## config.mk

```make
export PLATFORM = sky130hd
export DESIGN_NAME = shade_pipe_flat
export DESIGN_NICKNAME = d
export VERILOG_FILES = /design/src/rtl/rt_pkg.sv /design/src/rtl/shade_if.sv /design/src/rtl/shade_pipe.sv /design/src/flat_wrapper.sv
export VERILOG_INCLUDE_DIRS = /design/src /design/src/include
export SDC_FILE = /design/constraint.sdc
export NUM_CORES = 1
export LEC_CHECK = 0
export BUFFER_PORTS_ARGS = -buffer_cell sky130_fd_sc_hd__buf_2
export CAP_MARGIN = 10
export CORE_MARGIN = 2
export CORE_UTILIZATION = 46
export CTS_CLUSTER_SIZE = 16
export DETAILED_ROUTE_END_ITERATION = 8
export PLACE_DENSITY = 0.74
export SYNTH_ARGS = -nofsm -noshare
export SYNTH_HDL_FRONTEND = slang
export SYNTH_SLANG_ARGS = --single-unit
```

## constraint.sdc

```tcl
create_clock -name clk -period 11.15 [get_ports clk]
set_input_delay 1.115 -clock clk [delete_from_list [all_inputs] [get_ports clk]]
set_output_delay 1.115 -clock clk [all_outputs]
set_load 0.005 [all_outputs]
```

## src/include/rt_cfg.svh

```systemverilog
`ifndef RT_CFG_SVH
`define RT_CFG_SVH

// Ray ID width, sized for the ray memory
`define RT_RAY_ID_W 9

// Ray memory entries, one per ray ID
`define RT_RAY_DEPTH 512

// Shading pipe stages
`define RT_PIPE_DEPTH 2

// Join queue entries
`define RT_QUEUE_DEPTH 3

`endif

```

## src/rtl/rt_pkg.sv

```systemverilog
`default_nettype none

`include "rt_cfg.svh"

package rt_pkg;

  typedef logic [31:0] float_t;
  typedef logic [23:0] float24_t;  // Truncated float, low mantissa bits dropped
  typedef logic [15:0] float16_t;

  typedef struct packed {
    float_t x;
    float_t y;
    float_t z;
  } vector_t;

  typedef struct packed {
    float24_t x;
    float24_t y;
    float24_t z;
  } vector24_t;

  typedef logic [`RT_RAY_ID_W-1:0] ray_id_t;

  typedef struct packed {
    vector_t origin;  // Intersection point
    vector_t dir;
  } ray_vec_t;

  typedef struct packed {
    ray_id_t   ray_id;
    vector24_t normal;
    float24_t  f_color;
    float16_t  spec;
    logic      is_miss;
    logic      is_shadow;
    logic      is_last;
  } shade_rec_t;

  typedef struct packed {
    ray_id_t  ray_id;
    float_t   k;
    vector_t  n;
    vector_t  p_int;
    float16_t spec;
    logic     is_miss;
    logic     is_shadow;
    logic     is_last;
  } calc_direct_t;

  typedef struct packed {
    ray_id_t ray_id;
    vector_t normal;
    vector_t p_int;
    vector_t dir;
  } send_reflect_t;

endpackage

`default_nettype wire

```

## src/rtl/shade_if.sv

```systemverilog
`timescale 1ns/1ps
`default_nettype none

interface shade_if;
  import rt_pkg::*;

  logic       valid;
  shade_rec_t rec;
  logic       stall;
  logic [1:0] room;  // Free queue slots, one cycle stale

  modport src (
    output valid,
    output rec,
    input  stall,
    input  room
  );

  modport dst (
    input  valid,
    input  rec,
    output stall,
    output room
  );
endinterface

`default_nettype wire

```

## src/rtl/shade_pipe.sv

```systemverilog
`timescale 1ns/1ps
`default_nettype none

`include "rt_cfg.svh"

module shade_pipe (
  input  logic               clk,
  input  logic               reset,
  input  logic               in_valid,
  input  rt_pkg::shade_rec_t in_rec,
  output logic               in_stall,
  output logic               rd_en,
  output rt_pkg::ray_id_t    rd_addr,
  shade_if.src               down
);
  import rt_pkg::*;

  localparam int LAST = `RT_PIPE_DEPTH - 1;

  logic [LAST:0] stg_valid;
  logic [LAST:0] stg_ready;  // Stage can take a record this cycle
  shade_rec_t    stg_rec [`RT_PIPE_DEPTH];
  logic          uncounted;  // Pushed last edge, not yet in room
  logic          credit_ok;
  logic          push;

  // Room lags the queue by a cycle, so discount our own last push
  assign credit_ok  = down.room > {1'b0, uncounted};
  assign down.valid = stg_valid[LAST] & credit_ok;
  assign down.rec   = stg_rec[LAST];
  assign push       = down.valid & ~down.stall;

  always_comb begin
    stg_ready[LAST] = ~stg_valid[LAST] | push;
    for (int i = LAST - 1; i >= 0; i--) begin
      stg_ready[i] = ~stg_valid[i] | stg_ready[i + 1];
    end
  end

  assign in_stall = ~stg_ready[0];

  // Geometry read launched as a record enters the final stage
  assign rd_en   = stg_valid[LAST - 1] & stg_ready[LAST];
  assign rd_addr = stg_rec[LAST - 1].ray_id;

  always_ff @(posedge clk) begin
    if (reset) begin
      stg_valid <= '0;
      uncounted <= 1'b0;
    end else begin
      uncounted <= push;
      if (stg_ready[0]) begin
        stg_valid[0] <= in_valid;
      end
      for (int i = 1; i <= LAST; i++) begin
        if (stg_ready[i]) begin
          stg_valid[i] <= stg_valid[i - 1];
        end
      end
    end
  end

  always_ff @(posedge clk) begin
    if (stg_ready[0]) begin
      stg_rec[0] <= in_rec;
    end
    for (int i = 1; i <= LAST; i++) begin
      if (stg_ready[i]) begin
        stg_rec[i] <= stg_rec[i - 1];
      end
    end
  end

endmodule

`default_nettype wire

```

## src/flat_wrapper.sv

```systemverilog
// flat-port wrapper written by rule: the top's interface ports become plain ports
module shade_pipe_flat import rt_pkg::*;
  (clk, reset, in_valid, in_rec, in_stall, rd_en, rd_addr, down_valid, down_rec, down_stall, down_room);
  shade_if down_i ();
  input  logic clk;
  input  logic reset;
  input  logic in_valid;
  input  rt_pkg::shade_rec_t in_rec;
  output logic in_stall;
  output logic rd_en;
  output rt_pkg::ray_id_t rd_addr;
  output wire logic [$bits(down_i.valid)-1:0] down_valid;
  output wire logic [$bits(down_i.rec)-1:0] down_rec;
  input wire logic [$bits(down_i.stall)-1:0] down_stall;
  input wire logic [$bits(down_i.room)-1:0] down_room;
  assign down_valid = down_i.valid;
  assign down_rec = down_i.rec;
  assign down_i.stall = down_stall;
  assign down_i.room = down_room;
  shade_pipe u_core (.clk(clk), .reset(reset), .in_valid(in_valid), .in_rec(in_rec), .in_stall(in_stall), .rd_en(rd_en), .rd_addr(rd_addr), .down(down_i));
endmodule
```

---- Word level (Yosys, flattened, before mapping) ----
Memories as Yosys holds them, arrays and structs flattened.
Index checks and enable logic that the tools add are counted.
word-level totals
  register bits after elaboration ......... 3
  bits in writable memories ............... 248
  input port bits ......................... 130
  output and inout port bits .............. 136
  logic and storage cells ................. 18
  memories kept ........................... 1
memories
  name            depth  width  read ports  clocked after Yosys merged registers in  write ports  RTL line          text
  u_core.stg_rec  2      124    2           0                                        2            shade_pipe.sv:22  shade_rec_t stg_rec [`RT_PIPE_DEPTH];
operators by class
  magnitude comparators ................... 1
  muxes and demuxes ....................... 4
  bitwise logic cells ..................... 9
operator list
  cell           count
  $mux W1        4
  $not A1 Y1     4
  $and A1 B1 Y1  3
  $gt A2 B1 Y1   1
  $or A1 B1 Y1   2

---- Logic depth before layout (Yosys ltp) ----
  depth after elaboration ................. 7
  depth in mapped cells ................... 4
  depth with buffers taken out ............ 4

---- Worst setup path after synthesis ----
No wires, ideal clock.
  path kind ............................... input -> register
  start point ............................. input port down_room[0]
  end point ............................... memory u_core.stg_rec[0][124] in the netlist's numbering (enable)
  setup time .............................. 778 ps
  arrival time ............................ 10,331 ps
  data required time ...................... 10,372 ps
  slack ................................... 41 ps
  cell stages on the path ................. 4
  buffers on the path ..................... 0
  cells stage by stage .................... inv_1 -> ha_1 -> o21ba_2 -> o21ai_0
RTL lines
  what         RTL line            text
  from (decl)  flat_wrapper.sv:15  input wire logic [$bits(down_i.room)-1:0] down_room;
  to (decl)    shade_pipe.sv:22

==> results.md <==
* Core area at 18,600 um2
* Area Overhead vs Synth at 16.8%
* Antenna Violating Nets Remaining at 0
* Synth cell types at 20
* WS Path Type: in -> reg
* Register share of total power at 56.1%
* Chip width at approximately 140 um
* Post-Synth Adder-Cell Area at 0.145%
* Hold path cells at 0
* Post-synth ARST share at 0%
* Initial DRC count at 170
* Largest net degree at the start of global routing at between 70 and 80
* Largest family of logic cells by synthesized area: buffers and inverters
* Final WL at roughly 14,000 um
* Synth warn at 0
* Initial Utilization at 46.5%
* Fin Clk Skew at 0.00889 ns
* # fillers at 1,426
* Cell count after synthesis at slightly above 400
* Max_cap viols at 0
* Register-to-register setup slack at 8.19 ns
* Diode count at 0
* RSZ-0062 raised after global routing: false
* Max Clk Rate at roughly 300 MHz
* Slew headroom at 34.2%
* Required time worst endpoint at 11.27 ns
* Met2 WL at about 7100 um
* Die Height at 141 um
* Area share of the largest cell type after synthesis at 86.2%
* Setup TNS at 0 ns
* Worst R2R End: u_core.stg_rec[0][111]$_DFFE_PP_
* WHS Endpoint: u_core.stg_rec[0][229]$_DFFE_PP_
* H-tree Lvls at 1
* TritonRoute pass-1 iters at 5
* First-pass GRT wire length at 21,000 um
* Final HPWL from detailed placement at 9560 um
* Cells on worst reg2reg path at 5
* GR Util All Layers at 13.5%
* Most instantiated cells after synthesis: edfxtp_1, buf_4, dfxtp_1, inv_1, nand2b_1
* CTS Buffer Depth at 3
* Top Metal Used: met4
* Vias in the first global route at 3,932
* Total clock sinks at 251
* Post-CTS resize count at 0
* Tot Pwr at 2.01 mW
* #FFs+latches synth at 251
* Pwr per Cell Area at 199 nW/um2
* Post-synthesis simple-gate area fraction at 0.652%
* Initial antenna violation count at 0
* Outcome: finished clean
* Worst vdd rail ir drop at 0.000133 V
* Setup bufs post-CTS at 0
* Leak pwr at 4.13 nW
* Site row count at 50
* DR WL/cell at 17.3 um
* Worst skew pair latency at 0.51 ns
* Synth Area in Compound Gates at 0.594%
* Routed vias at 3,715
* Synth Flop Type: edfxtp_1
* Wire length on met3 at 1350 um
* M1 wire length at between 5000 and 6000 um
* Synth Net Count at 535
* Internal at 1.63 mW
* Full die area at 19,900 um2
* Root Buffer: clkbuf_16
* CP Launch Type: input pin
* Endpoints failing hold at 0
* Combinational power share at 4.2%
* Post-synthesis mux area share at 0%
* Gpl congestion at approximately 0.74
* Hold crit path type: reg -> reg
* Share of post-route cells with drive strength above 1 at a little over half
* DRC at 0
* Ports at 266
* Routed vias/inst at ~4.5
* Max FO, Critical Path at 76
* Port bufs at 265
* Post-synthesis cell type with the largest combined area: edfxtp_1
* Hold-fix buffer count after cts at 0
* Critical R2R Launch: u_core.uncounted$_SDFF_PP0_
* Actual slew at the worst max-slew pin at 0.988 ns
* TritonCTS clock tree: built
* Top-count cell post-synth: edfxtp_1
* CP endpoint kind: register
* Clk pwr share at 39.8%
* Register area share after synthesis at 86.9%
* Synthesized area at 8640 um2
* Count of final max-slew check failures at 0
* Synth Area in XOR/XNOR at 0%
* Tcrit/Tclk final at 30.4%
* HP Start: u_core.stg_rec[0][105]$_DFFE_PP_
* Crit path DAT at around 3.5 ns
* Num CTS Buffers at 25
* Switch Pwr at 0.383 mW
* Syn avg cell area at 21.4 um2
* Clock Pin Slew Worst Setup and Hold Paths at approximately 0.060 ns
* Post-synth EDFFs at 248
* Area contributors post-synth: edfxtp_1, buf_4, dfxtp_1, ha_1, nand2b_1
* Final min period at 3.39 ns
* Nets@finish at 698
* Final setup fails at 0
* Net Sw Frac at between 10% and 20%
* Congestion Overflow GR at 0
[final cells by class]
class,count,area (um2),share of cell area [%]
Tap cell,234,293,2.90
Clock inverter,15,150,1.49
Timing Repair Buffer,269,1360,13.4
Clock buffer,28,637,6.31
Sequential cell,251,7510,74.4
Multi-Input combinational cell,17,131,1.30
Inverter,3,11.3,0.112
[layer usage]
| metal | GRT usage (%) | vias up |
|---|---|---|
| met5 | 0 | - |
| met3 | 4.93 | 42 |
| met2 | 22.6 | 204 |
| met4 | 5.16 | 0 |
| met1 | 16.0 | 1775 |
| li1 | - | 1694 |
[worst max-delay path by stage]
stage / startpoint / endpoint / cells after the start
floorplan: down_room[0] / u_core.stg_rec[0][124]$_DFFE_PP_ / 4
CTS: down_room[0] / u_core.stg_rec[0][27]$_DFFE_PP_ / 7
finish: down_room[0] / u_core.stg_rec[0][111]$_DFFE_PP_ / 7
global placement: down_room[0] / u_core.stg_rec[0][115]$_DFFE_PP_ / 7
detailed placement: down_room[0] / u_core.stg_rec[0][5]$_DFFE_PP_ / 7
global route: down_room[0] / u_core.stg_rec[0][111]$_DFFE_PP_ / 7
[cell usage in the layout, fill, tap and decap left out, drive strengths merged, types with 2 or more instances in the layout]
master | netlist | layout
buf | 133 | 269
clkbuf | 0 | 28
bufinv | 0 | 3
edfxtp | 248 | 248
inv | 3 | 4
clkinv | 0 | 11
nand2b | 2 | 2
dfxtp | 3 | 3
[critical path, stage by stage]
cell,delay [ns]
buf_2,0.08
inv_1,0.04
ha_1,0.32
or3_1,0.40
nand4_1,0.11
buf_4,0.51
buf_4,0.82
[metrics by stage]
step / std cells / hold WS (ns) / util (%) / cell area (um2) / setup WS [ns]
after global routing: 817 / 0.419 / 54.3 / 10100 / 7.60
after floorplan: 404 / 0.400 / - / 8640 / 0.0406
after global placement: 774 / 0.400 / 50.0 / 9300 / 7.34
final: 817 / 0.416 / 54.3 / 10100 / 7.76
after detailed placement: 774 / 0.405 / 50.0 / 9300 / 7.23
after CTS: 817 / 0.405 / 54.3 / 10100 / 7.75
[kinds of logic after synthesis]
family          count (synthesis)
compound gates                  7
buf+inv                       136
fa+ha+maj                       1
flops                         251
simple gates                    9
[flip-flops by register name, indices dropped and copies added (netlist names)]
name and count:
u_core.uncounted 1, u_core.stg_valid 2, u_core.stg_rec 248
[power groups by stage]
stage | registers [mW] | logic, mW | clock network, mW
after floorplan | 1.15 | 0.0678 | 0
after global placement | 1.14 | 0.0837 | 0
after detailed placement | 1.15 | 0.0856 | 0
after CTS | 1.13 | 0.0860 | 0.822
after global routing | 1.13 | 0.0926 | 0.858
final | 1.13 | 0.0840 | 0.800
Power figures use the tool's default switching activity.
