## src/include/rt_cfg.svh

```systemverilog
`ifndef RT_CFG_SVH
`define RT_CFG_SVH

// Ray ID width, sized for the ray memory
`define RT_RAY_ID_W 9

// Ray memory entries, one per ray ID
`define RT_RAY_DEPTH 512

// Shading pipe stages
`define RT_PIPE_DEPTH 2

// Join queue entries
`define RT_QUEUE_DEPTH 3

`endif

```

## src/rtl/rt_pkg.sv

```systemverilog
`default_nettype none

`include "rt_cfg.svh"

package rt_pkg;

  typedef logic [31:0] float_t;
  typedef logic [23:0] float24_t;  // Truncated float, low mantissa bits dropped
  typedef logic [15:0] float16_t;

  typedef struct packed {
    float_t x;
    float_t y;
    float_t z;
  } vector_t;

  typedef struct packed {
    float24_t x;
    float24_t y;
    float24_t z;
  } vector24_t;

  typedef logic [`RT_RAY_ID_W-1:0] ray_id_t;

  typedef struct packed {
    vector_t origin;  // Intersection point
    vector_t dir;
  } ray_vec_t;

  typedef struct packed {
    ray_id_t   ray_id;
    vector24_t normal;
    float24_t  f_color;
    float16_t  spec;
    logic      is_miss;
    logic      is_shadow;
    logic      is_last;
  } shade_rec_t;

  typedef struct packed {
    ray_id_t  ray_id;
    float_t   k;
    vector_t  n;
    vector_t  p_int;
    float16_t spec;
    logic     is_miss;
    logic     is_shadow;
    logic     is_last;
  } calc_direct_t;

  typedef struct packed {
    ray_id_t ray_id;
    vector_t normal;
    vector_t p_int;
    vector_t dir;
  } send_reflect_t;

endpackage

`default_nettype wire

```

## src/rtl/shade_if.sv

```systemverilog
`timescale 1ns/1ps
`default_nettype none

interface shade_if;
  import rt_pkg::*;

  logic       valid;
  shade_rec_t rec;
  logic       stall;
  logic [1:0] room;  // Free queue slots, one cycle stale

  modport src (
    output valid,
    output rec,
    input  stall,
    input  room
  );

  modport dst (
    input  valid,
    input  rec,
    output stall,
    output room
  );
endinterface

`default_nettype wire

```

## src/rtl/hit_join.sv

```systemverilog
`timescale 1ns/1ps
`default_nettype none

`include "rt_cfg.svh"

module hit_join (
  input  logic                  clk,
  input  logic                  reset,
  shade_if.dst                  up,
  input  rt_pkg::ray_vec_t      rd_data,
  input  logic                  direct_stall,
  output logic                  direct_valid,
  output rt_pkg::calc_direct_t  direct_data,
  input  logic                  reflect_stall,
  output logic                  reflect_valid,
  output rt_pkg::send_reflect_t reflect_data
);
  import rt_pkg::*;

  localparam int DEPTH = `RT_QUEUE_DEPTH;
  localparam int PTR_W = $clog2(DEPTH);

  typedef struct packed {
    shade_rec_t rec;
    ray_vec_t   geo;
  } entry_t;

  entry_t           queue [DEPTH];
  entry_t           head;
  logic [PTR_W-1:0] wr_ptr;
  logic [PTR_W-1:0] rd_ptr;
  logic [1:0]       count;
  logic             empty;
  logic             push;
  logic             pop;
  logic             to_reflect;

  function automatic logic [PTR_W-1:0] next_ptr(input logic [PTR_W-1:0] ptr);
    if (ptr == PTR_W'(DEPTH - 1)) begin
      return '0;
    end
    return ptr + 1'b1;
  endfunction

  // Zero-append below each 24-bit component
  function automatic vector_t widen(input vector24_t v);
    vector_t w;
    w.x = {v.x, 8'h00};
    w.y = {v.y, 8'h00};
    w.z = {v.z, 8'h00};
    return w;
  endfunction

  assign empty    = (count == 2'd0);
  assign up.stall = (count == 2'(DEPTH));
  assign push     = up.valid & ~up.stall;

  assign head       = queue[rd_ptr];
  assign to_reflect = head.rec.is_shadow & ~head.rec.is_last;

  // Offer only when every consumer the head needs is ready
  assign direct_valid  = ~empty & ~direct_stall & ~(to_reflect & reflect_stall);
  assign reflect_valid = direct_valid & to_reflect;
  assign pop           = direct_valid;

  always_ff @(posedge clk) begin
    if (reset) begin
      wr_ptr  <= '0;
      rd_ptr  <= '0;
      count   <= 2'd0;
      up.room <= 2'(DEPTH);
    end else begin
      if (push) begin
        wr_ptr <= next_ptr(wr_ptr);
      end
      if (pop) begin
        rd_ptr <= next_ptr(rd_ptr);
      end
      count   <= count + {1'b0, push} - {1'b0, pop};
      up.room <= 2'(DEPTH) - count;  // One cycle behind count
    end
  end

  // Record meets its geometry here
  always_ff @(posedge clk) begin
    if (push) begin
      queue[wr_ptr].rec <= up.rec;
      queue[wr_ptr].geo <= rd_data;
    end
  end

  always_comb begin
    direct_data.ray_id    = head.rec.ray_id;
    direct_data.k         = {head.rec.f_color, 8'h00};
    direct_data.n         = widen(head.rec.normal);
    direct_data.p_int     = head.geo.origin;
    direct_data.spec      = head.rec.spec;
    direct_data.is_miss   = head.rec.is_miss;
    direct_data.is_shadow = head.rec.is_shadow;
    direct_data.is_last   = head.rec.is_last;
  end

  always_comb begin
    reflect_data.ray_id = head.rec.ray_id;
    reflect_data.normal = widen(head.rec.normal);
    reflect_data.p_int  = head.geo.origin;
    reflect_data.dir    = head.geo.dir;
  end

endmodule

`default_nettype wire

```

## src/flat_wrapper.sv

```systemverilog
// flat-port wrapper written by rule: the top's interface ports become plain ports
module hit_join_flat import rt_pkg::*;
  (clk, reset, rd_data, direct_stall, direct_valid, direct_data, reflect_stall, reflect_valid, reflect_data, up_valid, up_rec, up_stall, up_room);
  shade_if up_i ();
  input  logic clk;
  input  logic reset;
  input  rt_pkg::ray_vec_t rd_data;
  input  logic direct_stall;
  output logic direct_valid;
  output rt_pkg::calc_direct_t direct_data;
  input  logic reflect_stall;
  output logic reflect_valid;
  output rt_pkg::send_reflect_t reflect_data;
  input wire logic [$bits(up_i.valid)-1:0] up_valid;
  input wire logic [$bits(up_i.rec)-1:0] up_rec;
  output wire logic [$bits(up_i.stall)-1:0] up_stall;
  output wire logic [$bits(up_i.room)-1:0] up_room;
  assign up_i.valid = up_valid;
  assign up_i.rec = up_rec;
  assign up_stall = up_i.stall;
  assign up_room = up_i.room;
  hit_join u_core (.clk(clk), .reset(reset), .up(up_i), .rd_data(rd_data), .direct_stall(direct_stall), .direct_valid(direct_valid), .direct_data(direct_data), .reflect_stall(reflect_stall), .reflect_valid(reflect_valid), .reflect_data(reflect_data));
endmodule
```

## config.mk

```make
export PLATFORM = sky130hd
export DESIGN_NAME = hit_join_flat
export DESIGN_NICKNAME = d
export VERILOG_FILES = /design/src/rtl/rt_pkg.sv /design/src/rtl/shade_if.sv /design/src/rtl/hit_join.sv /design/src/flat_wrapper.sv
export VERILOG_INCLUDE_DIRS = /design/src /design/src/include
export SDC_FILE = /design/constraint.sdc
export NUM_CORES = 1
export LEC_CHECK = 0
export ABC_CLOCK_PERIOD_IN_PS = 36600
export BUFFER_PORTS_ARGS = -buffer_cell sky130_fd_sc_hd__buf_2
export CORE_AREA = 8 8 367 369
export CTS_CLUSTER_DIAMETER = 200
export DETAILED_ROUTE_END_ITERATION = 16
export DIE_AREA = 0 0 375 377
export PLACE_DENSITY_LB_ADDON = 0.05
export SLEW_MARGIN = 20
export SYNTH_ARGS = -nofsm -noshare
export SYNTH_HDL_FRONTEND = slang
export SYNTH_SLANG_ARGS = --single-unit
```

## constraint.sdc

```tcl
create_clock -name clk -period 36.6 [get_ports clk]
set_clock_uncertainty 0.05 [all_clocks]
set_input_delay 1.83 -clock clk [delete_from_list [all_inputs] [get_ports clk]]
set_output_delay 1.83 -clock clk [all_outputs]
set_load 0.005 [all_outputs]
```

* Word-level counts from Yosys, hierarchy flattened *
Memories as Yosys holds them, arrays and structs flattened. A register that Yosys moved wholly into a read port is not among the register bits.
Cells that the tools add are included.

operators by class
  $add $sub $neg = 5
  reduce and logical (&&, ||, !) cells = 1
  bitwise logic cells = 11
  mux-type cells = 14
  eq/ne operators = 3

operators with widths
  cell                                                            count
  2-bit 2-to-1 mux                                                6
  1-bit 2-to-1 mux                                                8
  1-bit AND                                                       6
  2-bit == test (second input constant)                           3
  1-bit inverter                                                  5
  2-bit by 1-bit adder with 2-bit output (second input constant)  2
  2-bit by 1-bit adder with 2-bit output                          1
  2-bit logical NOT                                               1
  2-bit by 1-bit subtractor with 2-bit output                     1
  2-bit subtractor (first input constant)                         1

word-level totals
  logic and storage cells = 39
  register bits after elaboration = 8
  output and inout port bits = 554
  RAM bits = 948
  bits of input ports = 321
  memories kept = 1

memories
  name          words  bits a word  rd ports  clocked after Yosys merged registers in  wr ports  RTL line        RTL
  u_core.queue  3      316          1         1                                        1         hit_join.sv:28  entry_t queue [DEPTH];

* Depth between registers and ports, before layout *
  depth in word-level cells = 10
  mapped depth = 10
  gate-level depth less buffers = 9

* Least setup slack after synthesis *
No wires, ideal clock.

  path type = input port to flip-flop
  start = input up_valid
  end = memory u_core.queue[2][0] in the netlist's numbering (enable)
  path slack = 10.310 ns
  data required time = 35.106 ns
  cell stages on the path = 2
  arrival time = 24.796 ns
  setup time = 1.444 ns
  path buffers = 0
  cells stage by stage = a21bo_2 > nor3b_1

on the way
  cells in the longest elaborated chain, start to end = 3

RTL lines
  element                                 RTL line            RTL
  start, declared                         flat_wrapper.sv:14  input wire logic [$bits(up_i.valid)-1:0] up_valid;
  1-bit AND                               hit_join.sv:56      assign push = up.valid & ~up.stall;
  1-bit 2-to-1 mux                        hit_join.sv:86      if (push) begin
  1-bit 2-to-1 mux (not written as such)  hit_join.sv:88      queue[wr_ptr].geo <= rd_data;
  end, declared                           hit_join.sv:28

Every way passes these cells.

==> summary.md <==
| Metric | Value |
|---|---|
| Via-per-instance ratio | `4.29` |
| Startpoint types | `flip-flop` |
| Pwr Density | `65.3 nW/um2` |
| Synth Register Bits | `958` |
| RSZ-0062 raised after global routing | `false` |
| Clock latency on the worst-skew pair | `670 ps` |
| Ranking of synthesized cells by area | `edfxtp_1, mux2i_1, buf_4, o21ai_0, nand2_1` |
| Largest family of logic cells by synthesized area | `multiplexers` |
| Fin crit share | `16.8%` |
| Starting Density | `28.8%` |
| Clock Tree Root | `clkbuf_16` |
| Syn avg cell area | `16.3 um2` |
| # IOs | `875` |
| Fmax achieved | `163 MHz` |
| Worst slew margin | `29.6%` |
| Complex-gate fraction of the synthesized area | `4.38%` |
| WL/cell | `22.1 um` |
| Overflow after GRT | `0` |
| Antenna-violating nets left | `0` |
| CTS Hold Bufs | `0` |
| Post-synthesis cell type with the largest combined area | `edfxtp_1` |
| Die X | `375 um` |
| Register area share after synthesis | `77.4%` |
| Setup TNS | `0 ps` |
| Cell Chain, Critical Path | `buf_4 -> buf_12 -> mux2i_1 -> o21ai_1 -> buf_2` |
| Core ar. | `129000 um2` |
| Largest net degree at the start of global routing | `135` |
| Mapped Cells | `2276` |
| NumNets Final | `3272` |
| Die area | `141000 um2` |
| Setup bufs post-CTS | `0` |
| Outcome | `finished, final reports clean` |
| CTS tree | `yes` |
| Cts repair resizes | `0` |
| Worst Path Max Fanout | `100` |
| Count of input and output buffers | `818` |
| Ys Warns | `0` |
| Worst setup EP type | `output port` |
| Row cnt | `132` |
| Critical Path AT | `4270 ps` |
| Pins Over Slew Limit | `0` |
| Kind of cell adding the most delay to the critical path | `buffers and inverters` |
| CTS Buffer Depth | `3` |
| Mux cell area share after synthesis | `8.67%` |
| P_leak | `15.5 nW` |
| Top-area cell type share of the netlist area | `76.9%` |
| First-pass GRT wire length | `146 mm` |
| Multi-input gate area | `6360 um2` |
| Peak supply drop | `36.9 uV` |
| Setup CP Type | `reg -> out` |
| TritonCTS Buffers | `109` |
| Remaining DRCs | `0` |
| Minimum clock period | `6150 ps` |
| Synth unique cells | `29` |
| Simple-gate share of the synthesized area | `3.43%` |
| Worst Hold Class | `reg -> reg` |
| Worst-margin pin slew | `1060 ps` |
| H-tree depth | `3` |
| Buffers and inverters on the worst path | `3` |
| GP Congestion | `0.751` |
| Vias post-DR | `20.3k` |
| Synthesized area | `37000 um2` |
| Final Hold Viols | `0` |
| Xor/xnor share of the synthesized area | `0.0473%` |
| Fin Hold WS | `443 ps` |
| Post-Synth Adder-Cell Area | `0.0676%` |
| Sink Count | `958` |
| Post-Route WL | `105 mm` |
| DR iter-0 viols | `836` |
| Register area | `28700 um2` |
| DP Wirelength | `69.5 mm` |
| Share of cells above drive strength 1 | `32.8%` |
| Global Route Usage Sum | `14.0%` |
| Fillers | `12.4k` |
| Max incr delay on CP | `840 ps` |
| Area growth syn-to-layout | `21.2%` |
| Clock transition at path regs | `50 ps` |
| Vias in the first global route | `20.8k` |
| Drt pass-1 iters | `4` |
| Die Ht | `377 um` |
| MaxCap Viol Count | `0` |
| Final setup fails | `0` |
| WP data required | `34720 ps` |
| Initial antenna violation count | `86` |
| CP max stage cell | `dfxtp_4` |
synthesized netlist by cell type (all sizes together):
cell type and count:
o21ai 314, a21bo 1, nor3 2, ha 2, or3 1, and2 1
clkbuf 74, conb 1, o21bai 1, edfxtp 948, dfxtp 10, mux2i 317
xnor2 1, nand2b 4, nand2 317, or2 1, nor2 3, buf 264
nor3b 1, nor2b 1, inv 5, a21oi 2, mux2 3, xor2 1
a31oi 1
worst reg2reg max path, cell delays in order, from the launching register on:
cell	delay [ps]
dfxtp_1	370
a21bo_2	290
nor2_1	100
nand2_1	150
inv_8	550
buf_4	810
buf_4	810
buf_4	890
through the flow:
step / worst slack, ps / power [W] / area, um2 / utilization [%] / cells
after floorplan: 10310 / 0.00176 / 37200 / - / 2331
after global placement: 30170 / 0.00198 / 41500 / 32.2 / 4512
after detailed placement: 30320 / 0.00198 / 41500 / 32.2 / 4512
after CTS: 30110 / 0.00301 / 44800 / 34.8 / 4708
after global routing: 30120 / 0.00308 / 44800 / 34.9 / 4714
final: 30450 / 0.00293 / 44900 / 34.9 / 4726
layout make-up:
type | instances | area share, %
repair buffers | 845 | 9.71
clock inverters | 56 | 1.01
inverters | 5 | 0.0585
multi-input cells | 1030 | 14.2
flip-flops and latches | 958 | 63.9
well taps | 1675 | 4.67
diodes | 17 | 0.0948
clock buffers | 140 | 6.38
power breakdown:
part / switching [W] / total, W / leakage [nW] / internal [W]
registers: 0.0000269 / 0.00133 / 8.84 / 0.00130
clock network: 0.000422 / 0.00101 / 1.61 / 0.000585
logic: 0.000364 / 0.000596 / 5.06 / 0.000232
routing by layer:
| layer | GRT usage [%] | share of wire, % |
|---|---|---|
| met5 | 0 | 0.36 |
| met4 | 3.91 | 2.6 |
| met3 | 5.43 | 8.3 |
| met2 | 25.7 | 52 |
| met1 | 14.9 | 37 |
cell usage in the layout, fill, tap and decap left out, types with 5 or more instances in the layout:
| master | instances |
|---|---|
| buf_2 | 818 |
| clkbuf_1 | 30 |
| clkbuf_16 | 110 |
| buf_4 | 22 |
| nand2_1 | 317 |
| clkinv_1 | 26 |
| o21ai_0 | 313 |
| bufinv_16 | 5 |
| edfxtp_1 | 948 |
| diode_2 | 17 |
| dfxtp_1 | 8 |
| conb_1 | 56 |
| clkinv_2 | 16 |
| mux2i_1 | 317 |
logic make-up after synthesis:
group           count (synthesis)
fa+ha+maj                       2
other cells                     1
flops                         958
buf+inv                       343
xor+xnor                        2
compound gates                319
simple gates                  331
mux                           320
worst paths after layout:
check / startpoint / endpoint / slack, ps / cells after the start
max: flip-flop / reflect_data[191] / 30450 / 5
min: u_core.rd_ptr[1]$_SDFFE_PP0N_ / flip-flop / 440 / 2
max reg2reg: u_core.count[0]$_SDFF_PP0_ / u_core.queue[1][162]$_DFFE_PP_ / 32170 / 7
min reg2reg: u_core.rd_ptr[1]$_SDFFE_PP0N_ / flip-flop / 440 / 2
state kept, by name, summed over array words and instances, names as in the netlist, named ones only:
| register | cells |
|---|---|
| u_core.up.room | 2 |
| u_core.count | 2 |
| u_core.wr_ptr | 2 |
| u_core.queue | 948 |
| u_core.rd_ptr | 2 |
Power figures use the tool's default switching activity.
